`config.mk`:
```
export PLATFORM = sky130hd
export DESIGN_NAME = i2c_master_top
export DESIGN_NICKNAME = d
export VERILOG_FILES = /design/src/source/i2c_pkg.sv /design/src/source/i2c_master_top.sv /design/src/source/i2c_sequencer.sv /design/src/source/i2c_read_capture.sv /design/src/source/i2c_bit_timer.sv
export SDC_FILE = /design/constraint.sdc
export NUM_CORES = 1
export LEC_CHECK = 0
export ABC_AREA = 0
export CAP_MARGIN = 20
export CORE_UTILIZATION = 35
export CTS_BUF_LIST = sky130_fd_sc_hd__clkbuf_2
export CTS_CLUSTER_SIZE = 10
export DETAILED_ROUTE_END_ITERATION = 8
export DONT_BUFFER_PORTS = 1
export PLACE_DENSITY = 0.53
export SYNTH_ARGS = -nofsm -noshare
export SYNTH_HDL_FRONTEND = slang
export SYNTH_SLANG_ARGS = --single-unit
```
`constraint.sdc`:
```
create_clock -name clk -period 2.6 [get_ports clk]
set_input_delay 0.13 -clock clk [delete_from_list [all_inputs] [get_ports clk]]
set_output_delay 0.13 -clock clk [all_outputs]
set_load 0.005 [all_outputs]
```
`src/source/i2c_pkg.sv`:
```
`default_nettype none

package i2c_pkg;

	// length of the command list that a poll walks through
	localparam int NUM_CMDS = 16;

	// number of write slots and number of read slots
	localparam int NUM_BYTES = 6;

	// data byte width on the bus
	localparam int BYTE_W = 8;

	// clk cycles spent on every scl bit, one per sub-bit phase
	localparam int SUBBITS = 4;

	// bus commands as they appear in the command list
	// a listed IDLE_CMD marks the end of the poll
	typedef enum logic [2:0] {
		IDLE_CMD       = 3'd0,
		START          = 3'd1,
		STOP           = 3'd2,
		WRITE_BYTE     = 3'd3,
		READ_BYTE_ACK  = 3'd4,
		READ_BYTE_NACK = 3'd5
	} i2c_cmd_t;

	// index of the command currently executing
	typedef logic [$clog2(NUM_CMDS)-1:0] cmd_idx_t;

	// index into the write and read byte arrays
	typedef logic [$clog2(NUM_BYTES)-1:0] byte_idx_t;

	// bits still to go in a byte, 8 down to 0, where 0 is the ack bit
	typedef logic [$clog2(BYTE_W+1)-1:0] bit_cnt_t;

	// phase inside one scl bit
	typedef logic [$clog2(SUBBITS)-1:0] subbit_t;

	typedef logic [BYTE_W-1:0] byte_t;

endpackage

`default_nettype wire
```
`src/source/i2c_master_top.sv`:
```
`default_nettype none

module i2c_master_top (
	input  wire logic               clk,
	input  wire logic               rst_n,
	input  wire logic               start,
	input  wire i2c_pkg::i2c_cmd_t  commands [0:i2c_pkg::NUM_CMDS-1],
	input  wire i2c_pkg::byte_t     data_write [0:i2c_pkg::NUM_BYTES-1],
	input  wire logic               sda_in,
	output logic                    busy,
	output logic                    done,
	output i2c_pkg::byte_t          data_read [0:i2c_pkg::NUM_BYTES-1],
	output logic                    scl,
	output logic                    sda_drive_low
);

	import i2c_pkg::*;

	// sequencer to timer
	logic running;
	i2c_cmd_t cur_cmd;
	logic load_byte;

	// timer back to sequencer and capture
	subbit_t subbit;
	bit_cnt_t bit_cnt;

	// sequencer to capture
	logic sample_bit;
	logic store_byte;
	byte_idx_t read_idx;

	// phase counter, scl and bits-remaining count
	i2c_bit_timer timer_i (
		.clk       (clk),
		.rst_n     (rst_n),
		.running   (running),
		.cur_cmd   (cur_cmd),
		.load_byte (load_byte),
		.subbit    (subbit),
		.bit_cnt   (bit_cnt),
		.scl       (scl)
	);

	// walks the command list and decides the sda level
	i2c_sequencer seq_i (
		.clk           (clk),
		.rst_n         (rst_n),
		.start         (start),
		.commands      (commands),
		.data_write    (data_write),
		.subbit        (subbit),
		.bit_cnt       (bit_cnt),
		.sda_in        (sda_in),
		.running       (running),
		.cur_cmd       (cur_cmd),
		.load_byte     (load_byte),
		.sample_bit    (sample_bit),
		.store_byte    (store_byte),
		.read_idx      (read_idx),
		.sda_drive_low (sda_drive_low),
		.busy          (busy),
		.done          (done)
	);

	// gathers bytes sent by the target into the read slots
	i2c_read_capture capture_i (
		.clk        (clk),
		.rst_n      (rst_n),
		.sample_bit (sample_bit),
		.store_byte (store_byte),
		.bit_cnt    (bit_cnt),
		.read_idx   (read_idx),
		.sda_in     (sda_in),
		.data_read  (data_read)
	);

endmodule

`default_nettype wire

```
`src/source/i2c_sequencer.sv`:
```
`default_nettype none

module i2c_sequencer (
	input  wire logic               clk,
	input  wire logic               rst_n,
	input  wire logic               start,
	input  wire i2c_pkg::i2c_cmd_t  commands [0:i2c_pkg::NUM_CMDS-1],
	input  wire i2c_pkg::byte_t     data_write [0:i2c_pkg::NUM_BYTES-1],
	input  wire i2c_pkg::subbit_t   subbit,
	input  wire i2c_pkg::bit_cnt_t  bit_cnt,
	input  wire logic               sda_in,
	output logic                    running,
	output i2c_pkg::i2c_cmd_t       cur_cmd,
	output logic                    load_byte,
	output logic                    sample_bit,
	output logic                    store_byte,
	output i2c_pkg::byte_idx_t      read_idx,
	output logic                    sda_drive_low,
	output logic                    busy,
	output logic                    done
);

	import i2c_pkg::*;

	// read and write commands both shift nine bits
	function automatic logic is_byte_cmd(input i2c_cmd_t c);
		return (c == WRITE_BYTE) || (c == READ_BYTE_ACK) || (c == READ_BYTE_NACK);
	endfunction

	function automatic logic is_read_cmd(input i2c_cmd_t c);
		return (c == READ_BYTE_ACK) || (c == READ_BYTE_NACK);
	endfunction

	// position of the executing command in the list
	cmd_idx_t cmd_ptr;

	// next free write slot and next free read slot
	byte_idx_t wr_ptr;
	byte_idx_t rd_ptr;

	// ack seen on the last written byte, and sticky failure for the poll
	logic acked;
	logic failed;

	// running one cycle late, used to find the end of a poll
	logic running_d1;

	// a start pulse only counts while no poll is in progress
	logic launch;

	// phase 3 of the final bit of the current command
	logic cmd_last;

	// command that follows the current one
	i2c_cmd_t nxt_cmd;

	// byte the current write command is shifting
	byte_t wr_byte;
	logic [$clog2(BYTE_W)-1:0] wr_bit_pos;

	assign launch = start && !running;

	// start and stop take a single bit, byte commands end after the ack bit
	always_comb begin
		cmd_last = 1'b0;
		if (running && (subbit == subbit_t'(SUBBITS - 1))) begin
			if ((cur_cmd == START) || (cur_cmd == STOP)) begin
				cmd_last = 1'b1;
			end else if (is_byte_cmd(cur_cmd)) begin
				cmd_last = (bit_cnt == '0);
			end
		end
	end

	// pick the next command
	// a nacked write jumps to STOP, and the STOP that closes a failed poll
	// goes straight to IDLE_CMD instead of resuming the list
	always_comb begin
		if (!running) begin
			nxt_cmd = commands[0];
		end else if ((cur_cmd == WRITE_BYTE) && !acked) begin
			nxt_cmd = STOP;
		end else if ((cur_cmd == STOP) && failed) begin
			nxt_cmd = IDLE_CMD;
		end else if (cmd_ptr == cmd_idx_t'(NUM_CMDS - 1)) begin
			// past the end of the list the poll simply ends
			nxt_cmd = IDLE_CMD;
		end else begin
			nxt_cmd = commands[cmd_ptr + cmd_idx_t'(1)];
		end
	end

	// the bit counter has to hold 8 by phase 0 of any byte command
	assign load_byte = (launch || cmd_last) && is_byte_cmd(nxt_cmd);

	// read strobes for the capture block
	// data bits are sampled mid-high, the byte is stored as the ack bit ends
	assign sample_bit = running && is_read_cmd(cur_cmd) &&
		(subbit == subbit_t'(2)) && (bit_cnt != '0);
	assign store_byte = running && is_read_cmd(cur_cmd) &&
		(subbit == subbit_t'(SUBBITS - 1)) && (bit_cnt == '0);

	assign read_idx = rd_ptr;

	// write data lookup, out-of-range slots send zeros
	assign wr_byte = (wr_ptr < byte_idx_t'(NUM_BYTES)) ? data_write[wr_ptr] : '0;
	assign wr_bit_pos = $bits(wr_bit_pos)'(bit_cnt - bit_cnt_t'(1));

	// sda level for every phase
	// all inputs are registers, so the level only moves on clock edges
	always_comb begin
		sda_drive_low = 1'b0;
		if (running) begin
			case (cur_cmd)
				// sda falls at phase 2 while scl is high
				START: sda_drive_low = (subbit >= subbit_t'(2));
				// sda rises at phase 2 while scl is high
				STOP: sda_drive_low = (subbit < subbit_t'(2));
				WRITE_BYTE: begin
					// release on the ack bit so the target can answer
					if (bit_cnt != '0) begin
						sda_drive_low = !wr_byte[wr_bit_pos];
					end
				end
				// the target owns the data bits, we pull low for ack
				READ_BYTE_ACK: sda_drive_low = (bit_cnt == '0);
				// a nack is just a released ninth bit
				READ_BYTE_NACK: sda_drive_low = 1'b0;
				default: sda_drive_low = 1'b0;
			endcase
		end
	end

	// poll control registers
	always_ff @(posedge clk or negedge rst_n) begin
		if (!rst_n) begin
			running <= 1'b0;
			running_d1 <= 1'b0;
			cur_cmd <= IDLE_CMD;
			cmd_ptr <= '0;
			wr_ptr <= '0;
			rd_ptr <= '0;
			acked <= 1'b0;
			failed <= 1'b0;
		end else begin
			running_d1 <= running;
			if (launch) begin
				running <= 1'b1;
				cur_cmd <= nxt_cmd;
				cmd_ptr <= '0;
				wr_ptr <= '0;
				rd_ptr <= '0;
				acked <= 1'b0;
				failed <= 1'b0;
			end else if (running) begin
				if (cur_cmd == IDLE_CMD) begin
					// one cycle on IDLE_CMD, then the poll is over
					running <= 1'b0;
				end else if (cmd_last) begin
					cur_cmd <= nxt_cmd;
					cmd_ptr <= cmd_ptr + cmd_idx_t'(1);
					if (cur_cmd == WRITE_BYTE) begin
						wr_ptr <= wr_ptr + byte_idx_t'(1);
						if (!acked) begin
							failed <= 1'b1;
						end
					end
				end
				// the target answers a write at phase 2 of the ninth bit
				if ((cur_cmd == WRITE_BYTE) && (bit_cnt == '0) &&
					(subbit == subbit_t'(2))) begin
					acked <= !sda_in;
				end
				if (store_byte) begin
					rd_ptr <= rd_ptr + byte_idx_t'(1);
				end
			end
		end
	end

	assign busy = running;

	// the poll ended last cycle, and only a clean poll reports done
	assign done = running_d1 && !running && !failed;

endmodule

`default_nettype wire

```
`src/source/i2c_read_capture.sv`:
```
`default_nettype none

module i2c_read_capture (
	input  wire logic               clk,
	input  wire logic               rst_n,
	input  wire logic               sample_bit,
	input  wire logic               store_byte,
	input  wire i2c_pkg::bit_cnt_t  bit_cnt,
	input  wire i2c_pkg::byte_idx_t read_idx,
	input  wire logic               sda_in,
	output i2c_pkg::byte_t          data_read [0:i2c_pkg::NUM_BYTES-1]
);

	import i2c_pkg::*;

	// byte under assembly while the target shifts it out
	byte_t asm_byte;

	// bit position of the current data bit inside the byte
	logic [$clog2(BYTE_W)-1:0] bit_pos;

	// a read slot beyond the array is never written
	logic slot_valid;

	// bit_cnt runs 8 down to 1 over the data bits, so the msb lands first
	assign bit_pos = $bits(bit_pos)'(bit_cnt - bit_cnt_t'(1));

	assign slot_valid = (read_idx < byte_idx_t'(NUM_BYTES));

	// assembly register
	// the sequencer only raises sample_bit at phase 2 of a data bit,
	// while scl is high and the target holds sda steady
	always_ff @(posedge clk) begin
		if (sample_bit) begin
			asm_byte[bit_pos] <= sda_in;
		end
	end

	// read slots
	// the store strobe comes with phase 3 of the ack bit, so the byte shows up
	// in data_read one cycle later
	// slots keep their contents across polls and are only cleared by reset
	always_ff @(posedge clk or negedge rst_n) begin
		if (!rst_n) begin
			for (int i = 0; i < NUM_BYTES; i++) begin
				data_read[i] <= '0;
			end
		end else if (store_byte && slot_valid) begin
			data_read[read_idx] <= asm_byte;
		end
	end

endmodule

`default_nettype wire

```
`src/source/i2c_bit_timer.sv`:
```
`default_nettype none

module i2c_bit_timer (
	input  wire logic               clk,
	input  wire logic               rst_n,
	input  wire logic               running,
	input  wire i2c_pkg::i2c_cmd_t  cur_cmd,
	input  wire logic               load_byte,
	output i2c_pkg::subbit_t        subbit,
	output i2c_pkg::bit_cnt_t       bit_cnt,
	output logic                    scl
);

	import i2c_pkg::*;

	// the phase counter only moves while a real command is on the bus
	logic phase_active;

	// last phase of a bit, where the bit counter steps and commands end
	logic phase_last;

	assign phase_active = running && (cur_cmd != IDLE_CMD);
	assign phase_last = (subbit == subbit_t'(SUBBITS - 1));

	// sub-bit counter
	// phase 0 sets up sda with scl low, phases 1 and 2 hold scl high,
	// phase 3 pulls scl low again before the next bit
	always_ff @(posedge clk or negedge rst_n) begin
		if (!rst_n) begin
			subbit <= '0;
		end else if (!phase_active) begin
			// restart from phase 0 so the next command begins aligned
			subbit <= '0;
		end else if (phase_last) begin
			subbit <= '0;
		end else begin
			subbit <= subbit + subbit_t'(1);
		end
	end

	// scl is decoded straight from the phase
	// with subbit held at 0 outside a poll, scl rests low
	assign scl = (subbit == subbit_t'(1)) || (subbit == subbit_t'(2));

	// bits-remaining counter for the byte being shifted
	// 8 means the msb is on the bus, 0 means the ack bit is on the bus
	always_ff @(posedge clk or negedge rst_n) begin
		if (!rst_n) begin
			bit_cnt <= '0;
		end else if (load_byte) begin
			// the sequencer requests a load at the end of the previous command,
			// so the count is ready at phase 0 of the byte command
			bit_cnt <= bit_cnt_t'(BYTE_W);
		end else if (!running) begin
			bit_cnt <= '0;
		end else if (phase_active && phase_last && (bit_cnt != '0)) begin
			// one step per bit, taken as scl drops at the end of the bit
			bit_cnt <= bit_cnt - bit_cnt_t'(1);
		end
	end

endmodule

`default_nettype wire

```
==> results.md <==
- Tmin final: 2.865 ns
- Storage cell area: ~0.0020 mm2
- Top Usage Layer GRT: met2
- RSZ-0062 raised after global routing: yes
- FP Rows: 40
- Critical path data required time: 2.47 ns
- Die Span Y: 113.3 um
- Violated checks: setup timing
- Total Neg Setup Slack: -0.2655 ns
- Die Wd: 113.3 um
- Critical path class: reg2out
- CTS tree: done
- Startpoint class of the critical path: flop
- Max Slew Vio Count: 0
- Antenna cells: 0
- Post-synth EDFFs: 8
- Most used cell, CP: mux4_2
- GR Util met2: between 20% and 30%
- Total I/O pin count: 152
- Initial antenna violation count: 0
- Residual DRC count: 0
- Power share of the clock group: 18.5%
- Final period utilization: 110.2%
- Slowest cell on the critical path: mux4_2
- Fin nets: 459
- Crit-path leading delay family: multiplexers
- Crit-path max FO: 8
- Yosys warning count: 0
- DP HPWL: roughly 7000 um
- Clock transition at path regs: approximately 0.23 ns
- Syn Nets: 439
- Cells after Synth: 332
- Layout cell share with drive strength beyond 1: 36.41%
- PwrDens: 782.5 mW/mm2
- Setup violations, final: 1
- Vias in the first global route: approximately 2800
- CP arrival: 2.74 ns
- Root Driver: clkbuf_2
- Max-cap viol count: 0
- Ys flop type: dfrtp_1
- Status: finished with violations
- Final WL: 8993 um
- Clock Skews: between 0.02 and 0.03 ns
- Multi-input gate area: 0.002216 mm2
- Vias per cell: 5.303
- Die area: 0.01283 mm2
- Drt wl/cell: ~17 um
- First-pass GRT wire length: 14260 um
- Mean post-synth cell area: 13.05 um2
- FMAX: approximately 0.35 GHz
- GRT Resource Usage Total: 14.38%
- Filler instances: between 1000 and 1500
- Final ANT Viol Nets: 0
- Max incr delay on CP: 0.49 ns
- DR iter-0 viols: 90
- Sw frac: 36.25%
- Setup ws final: -0.2655 ns
- Sequential cell area fraction in the yosys report: 46.55%
- Synth Cell Area: 0.004333 mm2
- Starting Density: 35.92%
- CTS buffer count: 9
- Yosys cell types: 55
- Fin util: a little over 40%
- GR Overflow Total: 0
- Peak VDD IR: about 0.23 mV
- Synthesized flop and latch total: just under 80
- P_sw: 0.001378 W
- Endpoints failing hold: 0
- Area Overhead vs Synth: 12.10%
- Critical path, cell by cell: buf_12 > mux4_2 > mux4_2 > mux2i_2 > o2111ai_1 > o221ai_1 > and4_4
- Comb pwr share: 40.0%
- DR vias: 2784
- Core outline area: between 0.01 and 0.015 mm2
- DRT Pass-1 Iters: 4
- Worst-skew pair later-pin latency: between 0.5 and 0.6 ns
- Least-Margin Pin Slew: 0.4745 ns
- Worst Setup End Kind: primary output
- Internal power: 0.002423 W
- P_leak: 2.115 nW
- Largest net degree at the start of global routing: 72
- Worst rel slew slack: about two thirds
- Clock Path Buffers: 2
- Clk sinks: 79
- H-tree levels: 3
- Routability cong.: ~0.81
- Post-synthesis async set-or-reset flop share: 89.87%
- Routing usage on met1: 16.94%
- Met3 usage: ~5.5%
- I/O Buffers: 0
- Buffers and inverters on the worst path: 1
- Hold Crit Class: in2async
- Sequential share of power: 41.6%
layout by cell type (no fill, tap or decap), types with 8 or more instances in the layout:
master,n
edfxtp_1,8
dfrtp_1,71
buf_4,18
nor3_1,8
mux4_2,27
nand2_1,30
clkbuf_2,9
mux2_4,8
a21oi_1,10
nor2_1,21
mux2_2,43
metrics by stage:
| stage | power (W) | area [um2] | worst slack [ns] | hold WS [ns] | std cells |
|---|---|---|---|---|---|
| 2_1_floorplan | 0.002704 | 4339 | 0.009124 | -0.1656 | 332 |
| 3_3_place_gp | 0.003044 | 4584 | 0.1332 | -0.1638 | 499 |
| 3_5_place_dp | 0.003067 | 4584 | 0.1087 | -0.1640 | 499 |
| 4_1_cts | 0.003839 | 4815 | -0.3660 | 0.07368 | 523 |
| 5_1_grt | 0.004081 | 4857 | -0.4736 | 0.07624 | 525 |
| 6_report | 0.003801 | 4857 | -0.2655 | 0.1280 | 525 |
worst reg2reg max path, stage by stage (launching register included):
cell,delay (ns)
dfrtp_1,0.45
inv_4,0.10
ha_1,0.16
or3b_1,0.37
buf_4,0.18
a21o_2,0.23
a221o_2,0.38
nand2_1,0.19
mux2_2,0.36
power groups by stage:
stage / Clock, W / Combinational, W / Sequential [W]
detailed placement: 0 / 0.00146 / 0.00161
floorplan: 0 / 0.00115 / 0.00155
global route: 0.000790 / 0.00168 / 0.00161
CTS: 0.000738 / 0.00152 / 0.00158
global placement: 0 / 0.00144 / 0.00160
finish: 0.000703 / 0.00152 / 0.00158
flip-flops by register name, summed over array words and instances (netlist names):
| register | flops |
|---|---|
| capture_i.data_read | 48 |
| capture_i.asm_byte | 8 |
| seq_i.cmd_ptr | 4 |
| timer_i.bit_cnt | 4 |
| seq_i.cur_cmd | 3 |
| seq_i.read_idx | 3 |
| seq_i.wr_ptr | 3 |
| timer_i.subbit | 2 |
| seq_i.acked | 1 |
| seq_i.busy | 1 |
| seq_i.failed | 1 |
| seq_i.running_d1 | 1 |
cells in the mapped netlist, types with 2 or more instances:
library cell	n	area [um2]
a21oi_1	10	50.05
buf_1	3	11.26
buf_2	3	15.01
buf_4	2	15.01
buf_6	3	33.78
clkbuf_1	7	26.28
dfrtp_1	71	1777
edfxtp_1	8	240.2
ha_1	7	87.58
inv_1	8	30.03
mux2_2	43	484.2
mux2_4	8	120.1
mux2i_1	6	60.06
mux4_2	27	608.1
nand2_1	30	112.6
nand2b_1	2	12.51
nand3_1	4	20.02
nand3b_1	2	15.01
nor2_1	21	78.83
nor2b_1	2	12.51
nor3_1	8	40.04
nor3b_1	3	22.52
o21ai_0	7	35.03
o221ai_1	3	26.28
o311ai_0	2	17.52
or3_1	2	12.51
or4_1	2	15.01
xnor2_1	5	43.79
xor2_1	7	61.31
what timing repair did:
item,4_1_cts,5_1_grt
gates resized for setup,1,5
endpoints found under the setup margin,1,5
buffers inserted,0,2
pin swaps,1,2
hold endpoints to repair,90,0
cloned,0,0
hold buffers,8,0
path summary, 6_finish.rpt:
kind | from | end | slack, ns | cells past startpoint
setup / recovery | seq_i.wr_ptr[0] | sda_drive_low | -0.27 | 7
hold / removal | rst_n | capture_i.data_read[40] | 0.13 | 2
setup reg to reg | timer_i.bit_cnt[0] | seq_i.cur_cmd[0] | 0.12 | 8
hold reg to reg | timer_i.subbit[0] | timer_i.subbit[0] | 0.49 | 1
max in group asynchronous | rst_n | timer_i.bit_cnt[0] | 2.18 | 2
min in group clk | commands[32] | seq_i.cur_cmd[2] | 0.28 | 4
cells by family after synthesis:
logic type	synth area share, %
adder cells (fa/ha/maj)	2.021
flip-flops	46.55
AND/OR/NAND/NOR	10.08
AO/OA/AOI/OAI	6.151
XOR/XNOR	2.801
buffers and inverters	3.032
multiplexers	29.37
metal layers:
metal	wire, um	share of wire [%]
met3	771	8.6
met4	164	1.8
met1	3687	41
met2	4370	49
met5	0	0
cell type report:
cell class,instances,share of cell area [%]
inverter,8,0.6698
sequential,79,41.52
tap,168,4.328
timing repair buffer,27,5.203
multi-input combinational,227,45.62
clock buffer,9,0.9274
clock inverter,7,1.726
(Power assumes the default switching activity.)
